## src/splitter_pkg.sv

```systemverilog
package splitter_pkg;

    // ------------------------------
    // bus and page geometry
    // ------------------------------

    // byte address and request length
    localparam int ADDR_W      = 64;
    localparam int LEN_W       = 14;

    // 128-bit data bus, 16 bytes per beat
    localparam int DATA_W      = 128;
    localparam int BUS_BYTES   = 16;
    localparam int BUS_OFS_W   = 4;

    // 4 KiB pages, no segment may cross one
    localparam int PAGE_SIZE   = 4096;
    localparam int PAGE_OFS_W  = 12;

    // segment queue between address and data side
    localparam int QUEUE_DEPTH = 32;
    localparam int QUEUE_PTR_W = 5;

    // ------------------------------
    // types
    // ------------------------------
    typedef logic [ADDR_W-1:0] addr_t;
    typedef logic [LEN_W-1:0]  len_t;
    typedef logic [DATA_W-1:0] data_t;

    // up to 256 beats per page-bounded segment
    typedef logic [8:0]        beat_cnt_t;

    // address channel payload, addr in the upper bits
    typedef struct packed {
        addr_t addr;
        len_t  len;
    } addr_req_t;

endpackage

```

## src/addr_splitter.sv

```systemverilog
`timescale 1ns/1ps

module addr_splitter (
    input  logic                    clk,
    input  logic                    arst_n,
    input  logic                    req_valid,
    output logic                    req_ready,
    input  splitter_pkg::addr_req_t req,
    output logic                    s_a_valid,
    input  logic                    s_a_ready,
    output splitter_pkg::addr_t     s_a_addr,
    output splitter_pkg::len_t      s_a_len,
    output logic                    seg_push,
    output splitter_pkg::beat_cnt_t seg_beats,
    input  logic                    seg_full
);

    typedef enum logic {
        st_idle,
        st_seg
    } state_t;

    state_t state;

    // residue of a request that crossed a page
    splitter_pkg::addr_t next_addr;
    splitter_pkg::len_t  rem_len;

    logic [splitter_pkg::PAGE_OFS_W-1:0] page_ofs;
    splitter_pkg::len_t                  first_room;
    logic                                first_fits;
    logic                                rem_fits;
    logic                                last_seg;
    splitter_pkg::len_t                  beat_span;

    // ------------------------------
    // segment cut
    // ------------------------------

    // bytes left in the page of the request address, 1..4096
    assign page_ofs   = req.addr[splitter_pkg::PAGE_OFS_W-1:0];
    assign first_room = splitter_pkg::len_t'(splitter_pkg::PAGE_SIZE)
                      - splitter_pkg::len_t'(page_ofs);
    assign first_fits = req.len <= first_room;
    assign rem_fits   = rem_len <= splitter_pkg::len_t'(splitter_pkg::PAGE_SIZE);

    always_comb begin
        if (state == st_idle) begin
            // head segment straight off the slice
            s_a_addr = req.addr;
            s_a_len  = first_fits ? req.len : first_room;
            last_seg = first_fits;
        end else begin
            // page aligned, full page or the tail
            s_a_addr = next_addr;
            s_a_len  = rem_fits ? rem_len : splitter_pkg::len_t'(splitter_pkg::PAGE_SIZE);
            last_seg = rem_fits;
        end
    end

    // hold off while the queue has no room for the beat count
    assign s_a_valid = (state == st_seg || req_valid) && !seg_full;
    assign seg_push  = s_a_valid && s_a_ready;

    // request retires with its final segment
    assign req_ready = seg_push && last_seg;

    // beats = ceil((addr mod 16 + len) / 16)
    assign beat_span = splitter_pkg::len_t'(s_a_addr[splitter_pkg::BUS_OFS_W-1:0])
                     + s_a_len
                     + splitter_pkg::len_t'(splitter_pkg::BUS_BYTES - 1);
    assign seg_beats = beat_span[splitter_pkg::BUS_OFS_W +: $bits(splitter_pkg::beat_cnt_t)];

    // ------------------------------
    // state
    // ------------------------------
    always_ff @(posedge clk or negedge arst_n) begin
        if (!arst_n) begin
            state <= st_idle;
        end else if (seg_push) begin
            state <= last_seg ? st_idle : st_seg;
        end
    end

    // residue bookkeeping, advances only on a pushed segment
    always_ff @(posedge clk) begin
        if (seg_push && !last_seg) begin
            next_addr <= s_a_addr + splitter_pkg::addr_t'(s_a_len);
            if (state == st_idle) begin
                rem_len <= req.len - first_room;
            end else begin
                rem_len <= rem_len - s_a_len;
            end
        end
    end

    // no segment leaves its page
    a_in_page : assert property (@(posedge clk) disable iff (!arst_n)
        seg_push |-> (int'(s_a_addr[splitter_pkg::PAGE_OFS_W-1:0]) + int'(s_a_len)
                      <= splitter_pkg::PAGE_SIZE));

endmodule

```

## src/data_framer.sv

```systemverilog
`timescale 1ns/1ps

module data_framer (
    input  logic                    clk,
    input  logic                    arst_n,
    input  logic                    d_valid,
    output logic                    d_ready,
    input  splitter_pkg::data_t     d_data,
    input  logic                    seg_empty,
    input  splitter_pkg::beat_cnt_t seg_head,
    output logic                    seg_pop,
    output logic                    s_d_valid,
    input  logic                    s_d_ready,
    output splitter_pkg::data_t     s_d_data,
    output logic                    s_d_last
);

    // beats already sent for the head segment
    splitter_pkg::beat_cnt_t beat_cnt;
    logic                    at_last;
    logic                    beat_xfer;

    // ------------------------------
    // pass-through with framing
    // ------------------------------

    // this beat completes the head segment
    assign at_last = splitter_pkg::beat_cnt_t'(beat_cnt + 1'b1) == seg_head;

    // nothing moves until the address side has queued a segment
    assign s_d_valid = d_valid && !seg_empty;
    assign d_ready   = s_d_ready && !seg_empty;
    assign s_d_data  = d_data;
    assign s_d_last  = s_d_valid && at_last;

    assign beat_xfer = s_d_valid && s_d_ready;

    // segment done, drop its count
    assign seg_pop   = beat_xfer && at_last;

    // ------------------------------
    // beat counter
    // ------------------------------
    always_ff @(posedge clk or negedge arst_n) begin
        if (!arst_n) begin
            beat_cnt <= '0;
        end else if (beat_xfer) begin
            // restart for the next head
            if (at_last) begin
                beat_cnt <= '0;
            end else begin
                beat_cnt <= beat_cnt + 1'b1;
            end
        end
    end

    // count never runs past the queued segment length
    a_cnt_in_seg : assert property (@(posedge clk) disable iff (!arst_n)
        !seg_empty |-> beat_cnt < seg_head);

endmodule

```

## src/reg_slice.sv

```systemverilog
`timescale 1ns/1ps

module reg_slice #(
    parameter type payload_t = logic [7:0]
) (
    input  logic     clk,
    input  logic     arst_n,
    input  logic     in_valid,
    output logic     in_ready,
    input  payload_t in_data,
    output logic     out_valid,
    input  logic     out_ready,
    output payload_t out_data
);

    // main stage drives the output, skid catches the beat taken
    // while the output stalls
    logic     skid_valid;
    payload_t skid_data;
    logic     main_load;

    // main register free or draining this cycle
    assign main_load = out_ready || !out_valid;

    // ready straight from a flop, low only while skid is occupied
    assign in_ready = !skid_valid;

    // ------------------------------
    // control
    // ------------------------------
    always_ff @(posedge clk or negedge arst_n) begin
        if (!arst_n) begin
            out_valid  <= 1'b0;
            skid_valid <= 1'b0;
        end else if (main_load) begin
            // skid first, keeps order
            if (skid_valid) begin
                out_valid  <= 1'b1;
                skid_valid <= 1'b0;
            end else begin
                out_valid <= in_valid;
            end
        end else if (in_valid && in_ready) begin
            // output stalled, park the new beat
            skid_valid <= 1'b1;
        end
    end

    // payload registers
    always_ff @(posedge clk) begin
        if (main_load) begin
            out_data <= skid_valid ? skid_data : in_data;
        end
        if (!skid_valid) begin
            skid_data <= in_data;
        end
    end

    // a stalled beat must stay put until taken
    a_out_stable : assert property (@(posedge clk) disable iff (!arst_n)
        out_valid && !out_ready |=> out_valid && $stable(out_data));

endmodule

```

## src/seg_queue.sv

```systemverilog
`timescale 1ns/1ps

module seg_queue (
    input  logic                   clk,
    input  logic                   arst_n,
    input  logic                   seg_push,
    input  splitter_pkg::beat_cnt_t seg_beats,
    input  logic                   seg_pop,
    output splitter_pkg::beat_cnt_t seg_head,
    output logic                   seg_full,
    output logic                   seg_empty
);

    // beat count per segment, written by the address side
    splitter_pkg::beat_cnt_t mem [splitter_pkg::QUEUE_DEPTH];

    logic [splitter_pkg::QUEUE_PTR_W-1:0] wr_ptr;
    logic [splitter_pkg::QUEUE_PTR_W-1:0] rd_ptr;
    // one extra bit so full and empty differ
    logic [splitter_pkg::QUEUE_PTR_W:0]   count;

    assign seg_full  = count == (splitter_pkg::QUEUE_PTR_W + 1)'(splitter_pkg::QUEUE_DEPTH);
    assign seg_empty = count == '0;

    // head read straight from the array
    assign seg_head  = mem[rd_ptr];

    // ------------------------------
    // storage
    // ------------------------------
    always_ff @(posedge clk) begin
        if (seg_push) begin
            mem[wr_ptr] <= seg_beats;
        end
    end

    // pointers wrap at the power-of-two depth
    always_ff @(posedge clk or negedge arst_n) begin
        if (!arst_n) begin
            wr_ptr <= '0;
            rd_ptr <= '0;
            count  <= '0;
        end else begin
            if (seg_push) begin
                wr_ptr <= wr_ptr + 1'b1;
            end
            if (seg_pop) begin
                rd_ptr <= rd_ptr + 1'b1;
            end
            case ({seg_push, seg_pop})
                2'b10:   count <= count + 1'b1;
                2'b01:   count <= count - 1'b1;
                default: count <= count;
            endcase
        end
    end

    // producer and consumer sit in other modules
    a_no_overflow : assert property (@(posedge clk) disable iff (!arst_n)
        seg_push |-> !seg_full);
    a_no_underflow : assert property (@(posedge clk) disable iff (!arst_n)
        seg_pop |-> !seg_empty);

endmodule

```

## src/write_splitter.sv

```systemverilog
`timescale 1ns/1ps

module write_splitter (
    input  logic                clk,
    input  logic                arst_n,
    // upstream address
    input  logic                a_valid,
    output logic                a_ready,
    input  splitter_pkg::addr_t a_addr,
    input  splitter_pkg::len_t  a_len,
    // upstream data
    input  logic                d_valid,
    output logic                d_ready,
    input  splitter_pkg::data_t d_data,
    // downstream address
    output logic                s_a_valid,
    input  logic                s_a_ready,
    output splitter_pkg::addr_t s_a_addr,
    output splitter_pkg::len_t  s_a_len,
    // downstream data
    output logic                s_d_valid,
    input  logic                s_d_ready,
    output splitter_pkg::data_t s_d_data,
    output logic                s_d_last
);

    // ------------------------------
    // internal wires
    // ------------------------------
    splitter_pkg::addr_req_t a_req_in;
    splitter_pkg::addr_req_t req;
    logic                    req_valid;
    logic                    req_ready;

    splitter_pkg::data_t     dr_data;
    logic                    dr_valid;
    logic                    dr_ready;

    // segment queue handshake
    logic                    seg_push;
    logic                    seg_pop;
    logic                    seg_full;
    logic                    seg_empty;
    splitter_pkg::beat_cnt_t seg_beats;
    splitter_pkg::beat_cnt_t seg_head;

    assign a_req_in = '{addr: a_addr, len: a_len};

    // ------------------------------
    // instances
    // ------------------------------

    // address channel input stage
    reg_slice #(
        .payload_t (splitter_pkg::addr_req_t)
    ) addr_slice_i (
        .clk       (clk),
        .arst_n    (arst_n),
        .in_valid  (a_valid),
        .in_ready  (a_ready),
        .in_data   (a_req_in),
        .out_valid (req_valid),
        .out_ready (req_ready),
        .out_data  (req)
    );

    // data channel input stage
    reg_slice #(
        .payload_t (splitter_pkg::data_t)
    ) data_slice_i (
        .clk       (clk),
        .arst_n    (arst_n),
        .in_valid  (d_valid),
        .in_ready  (d_ready),
        .in_data   (d_data),
        .out_valid (dr_valid),
        .out_ready (dr_ready),
        .out_data  (dr_data)
    );

    addr_splitter addr_splitter_i (
        .clk       (clk),
        .arst_n    (arst_n),
        .req_valid (req_valid),
        .req_ready (req_ready),
        .req       (req),
        .s_a_valid (s_a_valid),
        .s_a_ready (s_a_ready),
        .s_a_addr  (s_a_addr),
        .s_a_len   (s_a_len),
        .seg_push  (seg_push),
        .seg_beats (seg_beats),
        .seg_full  (seg_full)
    );

    // beat counts cross from address side to data side here
    seg_queue seg_queue_i (
        .clk       (clk),
        .arst_n    (arst_n),
        .seg_push  (seg_push),
        .seg_beats (seg_beats),
        .seg_pop   (seg_pop),
        .seg_head  (seg_head),
        .seg_full  (seg_full),
        .seg_empty (seg_empty)
    );

    data_framer data_framer_i (
        .clk       (clk),
        .arst_n    (arst_n),
        .d_valid   (dr_valid),
        .d_ready   (dr_ready),
        .d_data    (dr_data),
        .seg_empty (seg_empty),
        .seg_head  (seg_head),
        .seg_pop   (seg_pop),
        .s_d_valid (s_d_valid),
        .s_d_ready (s_d_ready),
        .s_d_data  (s_d_data),
        .s_d_last  (s_d_last)
    );

endmodule
```

## config.mk

```make
export PLATFORM = sky130hd
export DESIGN_NAME = write_splitter
export DESIGN_NICKNAME = d
export VERILOG_FILES = /design/src/splitter_pkg.sv /design/src/addr_splitter.sv /design/src/data_framer.sv /design/src/reg_slice.sv /design/src/seg_queue.sv /design/src/write_splitter.sv
export SDC_FILE = /design/constraint.sdc
export NUM_CORES = 1
export LEC_CHECK = 0
export BUFFER_PORTS_ARGS = -buffer_cell sky130_fd_sc_hd__buf_2
export CORE_MARGIN = 10
export CORE_UTILIZATION = 52
export DETAILED_ROUTE_END_ITERATION = 12
export PLACE_DENSITY = 0.78
export SETUP_SLACK_MARGIN = 0.05
export SYNTH_ARGS = -nofsm -noshare
export SYNTH_HDL_FRONTEND = slang
export SYNTH_SLANG_ARGS = --single-unit
export TNS_END_PERCENT = 1
```

## constraint.sdc

```tcl
create_clock -name clk -period 9.7 [get_ports clk]
set_input_delay 0.485 -clock clk [delete_from_list [all_inputs] [get_ports clk]]
set_output_delay 0.485 -clock clk [all_outputs]
set_load 0.02 [all_outputs]
```

* Yosys cells after proc, flatten, opt, wreduce, memory -nomap -nowiden
Memories as Yosys holds them, arrays and structs flattened.
Index checks and enable logic that the tools add are counted.
** Word-level totals
- Flip-flop bits (word level) :: 520
- Latch bits :: 0
- Bits in writable memories :: 288
- Bits in read-only memories :: 0
- Bits of input ports :: 212
- Output and inout port bits :: 211
- Word-level logic and storage cells :: 79
- Memories kept :: 1
** Operators by class
- Add/sub/neg operators :: 11
- Multiply operators :: 0
- Div/mod/pow operators :: 0
- Order comparisons :: 2
- Equality and inequality tests :: 4
- Shift-type cells :: 0
- Muxes and demuxes :: 19
- Bitwise logic cells :: 0
- Reductions and logical operators :: 25
** Memories
- seg_queue_i.mem :: depth 32, width 9, read ports 1, clocked after Yosys merged registers in 0, write ports 1, line seg_queue.sv:15 : splitter_pkg::beat_cnt_t mem [splitter_pkg::QUEUE_DEPTH];
** Operators by type and width (number)
- two-way mux 128 bit :: 1
- two-way mux 78 bit :: 1
- adder 64 x 14 -> 64 bit :: 1
- two-way mux 64 bit :: 1
- two-way mux 14 bit :: 4
- subtractor 14 bit :: 2
- less-or-equal comparator 14 x 13 -> 1 bit, second input constant :: 1
- less-or-equal comparator 14 bit :: 1
- subtractor 13 x 12 -> 14 bit, first input constant :: 1
- adder 13 x 4 -> 13 bit, second input constant :: 1
- adder 4 x 13 -> 13 bit :: 1
- case mux 6 bit (2 select lines) :: 1
- logical AND 1 bit :: 11
- adder 5 x 1 -> 5 bit, second input constant :: 2
- two-way mux 1 bit :: 10
- adder 9 x 1 -> 9 bit, second input constant :: 1
- == test 9 bit :: 1
- two-way mux 9 bit :: 1
- zero test 1 bit :: 7
- adder 6 x 1 -> 6 bit, second input constant :: 1
- == test 6 bit, second input constant :: 1
- zero test 6 bit :: 1
- nonzero test 2 bit :: 3
- subtractor 6 x 1 -> 6 bit, second input constant :: 1
- 3 further kinds :: 5

* Logic depth before layout (Yosys ltp)
Gate-level depths: netlist of the first run.
- Word-level depth :: 7
- Mapped depth :: 31
- Gate-level depth less buffers :: 29

* Hierarchy
Synthesis of the first run repeated with hierarchy kept, for this count alone.
** Unflattened totals
- Cells, all modules :: 2268
- Area, all modules :: 34404.2 um2
** By module, submodules not included
- seg_queue :: times used 1, cells an instance 616, area each 12070.3 um2, seq. area each 9048.7 um2
- reg_slice (data_slice_i) :: times used 1, cells an instance 405, area each 8054.0 um2, seq. area each 6456.2 um2
- addr_splitter :: times used 1, cells an instance 786, area each 7262.0 um2, seq. area each 2367.3 um2
- reg_slice (addr_slice_i) :: times used 1, cells an instance 250, area each 5317.6 um2, seq. area each 3953.8 um2
- data_framer :: times used 1, cells an instance 211, area each 1700.4 um2, seq. area each 225.2 um2

* Worst setup path before layout of the first run
Ideal clock, no wire load.
- Path kind :: register to register
- Start point :: register seg_queue_i.count[0] (netlist name)
- End point :: register data_slice_i.out_data[0] (netlist name) (enable)
- Library setup time :: 797 ps
- Arrival time :: 9594 ps
- Required time :: 8903 ps
- Setup slack :: -691 ps
- Stages on the path, launching flop included :: 5
- Buffers on the path :: 0
- Clock period less this slack :: 10391 ps
- Cells stage by stage :: dfrtp_1 nor3_1 nand2_1 nor2_1 o21ai_0
** On the way
- Longest elaborated chain between the ends :: 4
** RTL lines
- start: declaration :: line seg_queue.sv:20 : logic [splitter_pkg::QUEUE_PTR_W:0] count;
- start signal: assignment :: line seg_queue.sv:51 : 2'b10: count <= count + 1'b1;
- start signal: assignment :: line seg_queue.sv:52 : 2'b01: count <= count - 1'b1;
- start signal: assignment :: line seg_queue.sv:53 : default: count <= count;
- zero test 6 bit :: line seg_queue.sv:23 : assign seg_empty = count == '0;
- zero test 1 bit :: line data_framer.sv:32 : assign d_ready = s_d_ready && !seg_empty;
- logical AND 1 bit :: line data_framer.sv:32
- logical OR 1 bit :: line reg_slice.sv:23 : assign main_load = out_ready || !out_valid;
- end signal: assignment :: line reg_slice.sv:52 : out_data <= skid_valid ? skid_data : in_data;
- end: declaration :: line reg_slice.sv:13 : output payload_t out_data
Every way passes these cells.
A chain may end at the register's enable or synchronous reset.

* Worst setup path in the final report of the first run
- Start point :: register addr_slice_i.out_data[19] (netlist name)
- End point :: memory seg_queue_i.mem[22][6] (netlist name), data pin
** On the way
- Longest elaborated chain between the ends :: 6
** RTL lines
- start: declaration :: line reg_slice.sv:13
- start signal: assignment :: line reg_slice.sv:52
- subtractor 13 x 12 -> 14 bit * :: line addr_splitter.sv:43 : - splitter_pkg::len_t'(page_ofs);
- less-or-equal comparator 14 bit :: line addr_splitter.sv:44 : assign first_fits = req.len <= first_room;
- two-way mux 14 bit * :: line addr_splitter.sv:51 : s_a_len = first_fits ? req.len : first_room;
- two-way mux 14 bit * :: line addr_splitter.sv:48 : if (state == st_idle) begin
- adder 4 x 13 -> 13 bit * :: line addr_splitter.sv:70 : + s_a_len
- adder 13 x 4 -> 13 bit * :: line addr_splitter.sv:71 : + splitter_pkg::len_t'(splitter_pkg::BUS_BYTES - 1);
- net addr_splitter_i.beat_span[10] :: line addr_splitter.sv:34 : splitter_pkg::len_t beat_span;
- end: declaration :: line seg_queue.sv:15
Mark *: on every way through the listed nets, which the timed path passes. The rest lies on a longest branch.

==> flow_summary_export.csv, run 1 <==
group,metric,value,unit
status,status,"completed",
floorplanning,die_area,73100,um2
sta,fmax,123,MHz
placed_design,place_congestion,0.927,
placed_design,hpwl,57500,um
placed_design,port-buffer-count,421,
critical_path,r2r_slack,1590,ps
logic_synthesis,synth_edf_count,572,
grt,grt.total_usage,22.0,%
critical_path,worstPathArrival,8340,ps
power,power.total,0.0150,W
clocking,cts.sinks,808,
detailed_routing,antenna_left,0,
layout,syn_to_final_growth,18.0,%
clocking,path_clk_slew,60,ps
floorplanning,initial_core_util,52.6,%
floorplanning,die_x,270,um
detailed_routing,drcViolationCount,0,
detailed_routing,wl,82100,um
sta,fin_tns_setup,0,ps
grt,antenna_found_initial,9,
clocking,cts_tree,"built",
grt,grt_pass1_wl,124000,um
sta,max_slew_margin,13.6,%
clocking,cts_root_buf,"clkbuf_16",
layout,layout-drive-gt1-share,36.6,%
logic_synthesis,synth_cell_types,82,
grt,grt_max_degree,85,
layout,multi_input_area,10100,um2
power,leakage,14.4,nW
sta,fin_skew,26.1,ps
critical_path,max_stage_delay,990,ps
logic_synthesis,ys_ff_latch,808,
sta,finalHoldViolCount,0,
floorplanning,pin_count,423,
flow_run,cap_viol_max_count,0,
critical_path,crit_top_cell,"ha_1",
logic_synthesis,synth_flop_cell,"edfxtp_1",
critical_path,start_kind,"flop",
critical_path,required,9930,ps
sta,final.min_clock_period,8110,ps
clocking,htreeDepth,3,
grt,grt_overflow,0,
logic_synthesis,syn_inst,2054,
clocking,cts_buffer_depth,3,
sta,finalCritPeriodShare,83.7,%
logic_synthesis,avgSynthCellArea,15.9,um2
power,worst_ir_drop_vdd,0.279,mV
floorplanning,rows,91,
grt,grt_pass1_vias,20300,
critical_path,crit_buf_inv,2,
sta,finalSetupViolations,0,
clocking,cts_buffers,81,
critical_path,cp_max_fo,32,
critical_path,crit_chain,"or4_1, or2_2, or3_1, ha_1, or4b_4, or3_2, nand2_1, a21oi_1, o21ai_0, inv_1, ha_1, inv_1, ha_1, nor3b_1, o21a_1, nor2_1, maj3_2, or3_4, or4_4, xnor2_2",
logic_synthesis,synthArstFlopShare,3.71,%
sta,worstMarginPinSlew,1290,ps
logic_synthesis,synth_warnings,0,
critical_path,criticalPathCategory,"reg2reg",
detailed_routing,drt-vias-per-instance,5.68,
critical_path,endpoint_kind,"flop",
detailed_routing,vias,19400,
floorplanning,die_height,270,um
logic_synthesis,syn_area,32600,um2
layout,seqCellArea,22100,um2
critical_path,slowest_stage,"xnor2_2",
sta,rsz0062_at_grt,"no",
clocking,insertion_delay,630,ps
layout,nNetsFinal,2773,
detailed_routing,drt_first_pass_iters,5,
detailed_routing,drt_iter0_drc,1922,
detailed_routing,top_layer,"met4",
power,powerDensity,390,nW/um2
detailed_routing,wl_met3,6110,um
logic_synthesis,synth-seq-area-share,67.6,%
critical_path,crit_family,"simple AND/OR/NAND/NOR gates",
hold_path,min_path_type,"in2reg",
detailed_routing,met1_length,31900,um
detailed_routing,avgRoutedWirePerCell,24.0,um
layout,fillers,4541,
detailed_routing,wl_met2,41600,um
sta,report.final.slew_viol_count,0,
floorplanning,core_area,61900,um2
## layout make-up
class / count / share of cell area [%]
multi-input combinational: 1103 / 26.2
inverter: 70 / 0.683
tap: 837 / 2.72
clock buffer: 109 / 5.89
clock inverter: 40 / 1.21
antenna: 9 / 0.0586
sequential: 808 / 57.4
timing repair buffer: 440 / 5.86
## final timing paths
kind,startpoint,end,cells after the start
worst max-delay path,addr_slice_i.out_data[19]$_DFFE_PN_,seg_queue_i.mem[22][6]$_DFFE_PP_,20
worst min-delay path,d_valid,data_slice_i.out_valid$_DFFE_PN0N_,3
worst max register to register,addr_slice_i.out_data[19]$_DFFE_PN_,seg_queue_i.mem[22][6]$_DFFE_PP_,20
worst min register to register,addr_slice_i.skid_data[46]$_DFF_P_,addr_slice_i.skid_data[46]$_DFF_P_,1
max in group asynchronous,arst_n,addr_splitter_i.state$_DFFE_PN0P_,2
min in group asynchronous,arst_n,data_framer_i.beat_cnt[7]$_DFFE_PN0P_,2
## Yosys cell counts, types with 7 or more instances
cell	count	share of area, %
clkbuf_1	54	0.62
nor3_1	28	0.43
xnor2_1	93	2.5
a31oi_1	7	0.13
edfxtp_1	572	53
a21o_1	17	0.39
mux2_2	239	8.3
o31ai_1	10	0.23
xor2_1	31	0.83
and3_1	10	0.19
nand3_1	31	0.48
dfrtp_1	30	2.3
mux2i_1	35	1.1
nand2_1	91	1.0
o21ai_0	49	0.75
nand2b_1	8	0.15
a21oi_1	46	0.71
nor4_1	7	0.13
and2_1	10	0.19
o21bai_1	7	0.16
buf_1	12	0.14
nor2b_1	13	0.25
ha_1	53	2.0
inv_1	69	0.79
o21a_1	10	0.23
nor2_1	105	1.2
mux4_2	90	6.2
o211ai_1	7	0.16
nand4_1	16	0.31
dfxtp_1	206	13
## timing repair
| item | CTS | global route |
|---|---|---|
| hold endpoints to repair | 30 | 0 |
| hold buffers | 1 | 0 |
| resized for setup | 0 | 0 |
| buffers inserted | 0 | 0 |
| endpoints found under the setup margin | 0 | 0 |
## power breakdown
group | switching [W] | internal (W)
Combinational | 0.00366 | 0.00206
Clock | 0.00131 | 0.00187
Sequential | 0.000503 | 0.00560
Total | 0.00548 | 0.00952
## metal layers
layer | global-route usage, % | up-vias
met5 | 0 | -
met3 | 5.32 | 146
met4 | 7.48 | 0
met1 | 27.1 | 9802
met2 | 37.4 | 802
li1 | - | 8652
## flip-flops by register name, indices dropped and copies added (netlist names), 9 cells and up
signal	count
addr_splitter_i.rem_len	14
addr_slice_i.skid_data	78
data_slice_i.out_data	128
addr_slice_i.out_data	78
addr_splitter_i.next_addr	64
seg_queue_i.mem	288
data_framer_i.beat_cnt	9
data_slice_i.skid_data	128
## through the flow
step / util [%] / std cells / area [um2] / setup WS [ps] / hold WS, ps
finish: 62.1 / 3416 / 38500 / 1590 / 76.5
global route: 62.1 / 3416 / 38500 / 1060 / 57.0
CTS: 62.0 / 3407 / 38400 / 1660 / 47.2
detailed placement: 57.6 / 3257 / 35700 / 1720 / 458
global placement: 57.6 / 3257 / 35700 / 1970 / 451
floorplan: - / 2055 / 32600 / 458 / 189
## placed cells by master (no fill, tap or decap), types with 8 or more instances in the layout
cell type	count
edfxtp_1	572
buf_2	421
mux2_2	239
dfxtp_1	206
nor2_1	103
nand2_1	90
mux4_2	90
xnor2_1	88
clkbuf_16	82
inv_1	69
ha_1	53
o21ai_0	48
a21oi_1	46
mux2i_1	35
nand3_1	31
xor2_1	30
nor3_1	27
dfrtp_1	25
buf_4	18
a21o_1	17
nand4_1	16
clkbuf_1	16
nor2b_1	13
clkinv_2	13
clkbuf_8	11
o31ai_1	10
o21a_1	10
and3_1	10
and2_1	10
diode_2	9
nand2b_1	8
clkinv_1	8
bufinv_16	8
## cell families after synthesis
family,Yosys count,synth area share [%]
and+or+nand+nor,357,5.37
AOI/OAI and AO/OA,195,3.93
other,1,0.0115
adders and majority gates,60,2.38
DFF,808,67.6
xor gates and xnor gates,125,3.40
muxes,364,15.5
buffers and inverters,144,1.73
## worst reg2reg max path: cells and delay by family, from the launching register on
family | cells | cell delay [ps]
fa+ha+maj | 4 | 1370
buf+inv | 2 | 190
simple gates | 10 | 4130
xor+xnor | 1 | 990
flops | 1 | 440
compound gates | 3 | 600
Power figures use the tool's default switching activity.
==> run 2, diff against run 1 <==
- CORE_UTILIZATION: 52 -> 58
- PLACE_DENSITY: 0.78 -> 0.82
- clock period: 9.7 -> 7.6 ns (I/O delays scaled with it)
==> flow_summary_export.csv, run 2 (synthesis results as in run 1) <==
group,metric,value,unit
status,status,"completed",
critical_path,worstPathArrival,7470,ps
grt,grt_max_degree,84,
clocking,cts_root_buf,"clkbuf_16",
placed_design,pre_cts_slack,287,ps
critical_path,endpoint_kind,"flop",
sta,finalCritPeriodShare,93.3,%
detailed_routing,vias,20300,
layout,nNetsFinal,2948,
sta,report.final.slew_viol_count,0,
power,combPwrFrac,38.8,%
clocking,htreeDepth,3,
grt,grt.total_usage,26.4,%
layout,syn_to_final_growth,23.0,%
sta,rsz0062_at_grt,"no",
detailed_routing,drt_first_pass_iters,5,
placed_design,place_congestion,0.908,
sta,worstMarginPinSlew,1310,ps
hold_path,hp-start,"d_data[121]",
placed_design,place_inst,3176,
detailed_routing,wl,89400,um
placed_design,hpwl,55900,um
critical_path,criticalPathCategory,"reg2reg",
floorplanning,die_x,257,um
grt,antenna_found_initial,3,
power,p_int,0.0122,W
floorplanning,initial_core_util,58.8,%
layout,fin_util,72.4,%
floorplanning,core_area,55400,um2
grt,grt_pass1_vias,21400,
hold_path,min_path_type,"in2reg",
clocking,cts.sinks,808,
floorplanning,rows,86,
clocking,cts_buffer_depth,3,
power,leakage,15.1,nW
power,pwr-share-clk,21.1,%
layout,regMostFlops,"seg_queue_i.mem",
floorplanning,die_area,66100,um2
detailed_routing,avgRoutedWirePerCell,25.6,um
sta,finalHoldViolCount,0,
clocking,insertion_delay,650,ps
power,seq_power_share,40.0,%
clocking,cts_tree,"built",
power,switchingPower,0.00727,W
critical_path,worstRegToRegCells,22,
placed_design,port-buffer-count,421,
layout,reg.largest.list,"seg_queue_i.mem: 288 flops, data_slice_i.out_data: 128 flops, data_slice_i.skid_data: 128 flops",
critical_path,start_kind,"flop",
detailed_routing,drcViolationCount,0,
layout,final_common_cell,"edfxtp_1",
critical_path,reg2reg_to,"addr_splitter_i.next_addr[46]$_DFFE_PP_",
critical_path,r2r_slack,510,ps
critical_path,r2r_start,"addr_slice_i.out_data[14]$_DFFE_PN_",
layout,layout-drive-gt1-share,34.5,%
sta,fin_skew,32.9,ps
detailed_routing,drt_iter0_drc,1712,
layout,fin_cells,3496,
flow_run,cap_viol_max_count,0,
sta,max_slew_margin,12.8,%
clocking,path_clk_slew,70,ps
critical_path,required,7980,ps
sta,fin_tns_setup,0,ps
power,worst_ir_drop_vdd,0.764,mV
detailed_routing,drt-vias-per-instance,5.81,
sta,fmax,141,MHz
power,powerDensity,486,nW/um2
layout,largest_reg_flops,288,
critical_path,cp_max_fo,12,
clocking,postCtsSetupBuffers,0,
power,switching_share,37.2,%
grt,grt_overflow,0,
floorplanning,die_height,257,um
grt,grt_pass1_wl,134000,um
clocking,cts_buffers,80,
hold_path,hold_path_end,"data_slice_i.skid_data[121]$_DFF_P_",
sta,setup_ws,510,ps
sta,final.min_clock_period,7090,ps
floorplanning,pin_count,423,
detailed_routing,antenna_left,0,
hold_path,whs_path_depth,2,
sta,finalSetupViolations,0,
layout,final_cell_mix,"572 x edfxtp_1, 421 x buf_2, 239 x mux2_2, 206 x dfxtp_1, 168 x dlygate4sd3_1",
## run 2: cell types whose count changed in the layout (fill, tap and decap cells not counted), moves of 2 or more
cell,delta
dlygate4sd3_1,+167
buf_4,+7
diode_2,-7
clkbuf_8,-5
clkinv_16,+3
clkbuf_1,+2
clkinv_1,+2
clkinv_2,+2
clkinv_4,-2
o21ai_0,-2
o21ai_1,+2
## run 2: final cells by class
cell class	count	area, um2
diodes	2	5.00
inverters	70	263
multi-input cells	1103	10100
repair buffers	616	4010
well taps	748	936
fillers	3302	15300
clock buffers	106	2200
clock inverters	43	544
flip-flops and latches	808	22100
## run 2: how the worst max path moves through the flow
stage / from / to / slack (ps) / cells past startpoint
6_report: addr_slice_i.out_data[14]$_DFFE_PN_ / addr_splitter_i.next_addr[46]$_DFFE_PP_ / 510 / 22
5_1_grt: addr_slice_i.out_data[14]$_DFFE_PN_ / addr_splitter_i.next_addr[44]$_DFFE_PP_ / 80 / 23
2_1_floorplan: addr_slice_i.out_data[19]$_DFFE_PN_ / addr_splitter_i.next_addr[0]$_DFFE_PP_ / -1640 / 10
4_1_cts: addr_slice_i.out_data[14]$_DFFE_PN_ / seg_queue_i.mem[7][8]$_DFFE_PP_ / 240 / 23
3_5_place_dp: addr_slice_i.out_data[14]$_DFFE_PN_ / seg_queue_i.mem[16][8]$_DFFE_PP_ / 290 / 23
3_3_place_gp: addr_slice_i.out_data[17]$_DFFE_PN_ / seg_queue_i.mem[18][8]$_DFFE_PP_ / 500 / 21
## run 2: repair_timing
action,CTS,global route
endpoints found under the hold margin,197,1
resized for setup,0,4
hold buffers,167,1
setup endpoints to repair,0,60
## run 2: power groups by stage
stage	Sequential [W]	Clock (W)	Combinational (W)
3_5_place_dp	0.00782	0	0.00730
2_1_floorplan	0.00793	0	0.00472
4_1_cts	0.00775	0.00412	0.00745
6_report	0.00781	0.00412	0.00757
5_1_grt	0.00792	0.00432	0.00816
3_3_place_gp	0.00775	0	0.00709
## run 2: worst max-delay path, cell delays in order, from the launching register on
cell and delay [ps]:
edfxtp_1 440, inv_1 120, ha_1 190, nand2b_1 210, or2_2 380, or3_1 390
ha_1 410, or4b_4 540, or3_2 520, nand2_1 170, buf_4 210, o21ai_0 120
a22oi_1 410, inv_1 260, ha_1 470, nand4_1 150, nor2_1 200, nand2_1 90
o31ai_2 540, nand2_1 270, nor4_4 410, nand2_1 160, xnor2_1 180
## run 2: metal layers
metal | GRT usage [%] | wire length, um | vias up | share of wire, %
li1 | - | - | 9001 | -
met1 | 32.0 | 33400 | 10300 | 37
met2 | 46.2 | 46500 | 884 | 52
met3 | 5.29 | 6380 | 163 | 7.1
met4 | 9.53 | 3090 | 2 | 3.5
met5 | 0 | 7 | - | 0.0078
## run 2: stage by stage
stage | hold WS, ps | area [um2] | total power, W
after floorplan | 84.4 | 32600 | 0.0127
after CTS | 0.135 | 40100 | 0.0193
after detailed placement | 456 | 35600 | 0.0151
after global placement | 450 | 35600 | 0.0148
after global routing | 7.70 | 40100 | 0.0204
final | 15.2 | 40100 | 0.0195
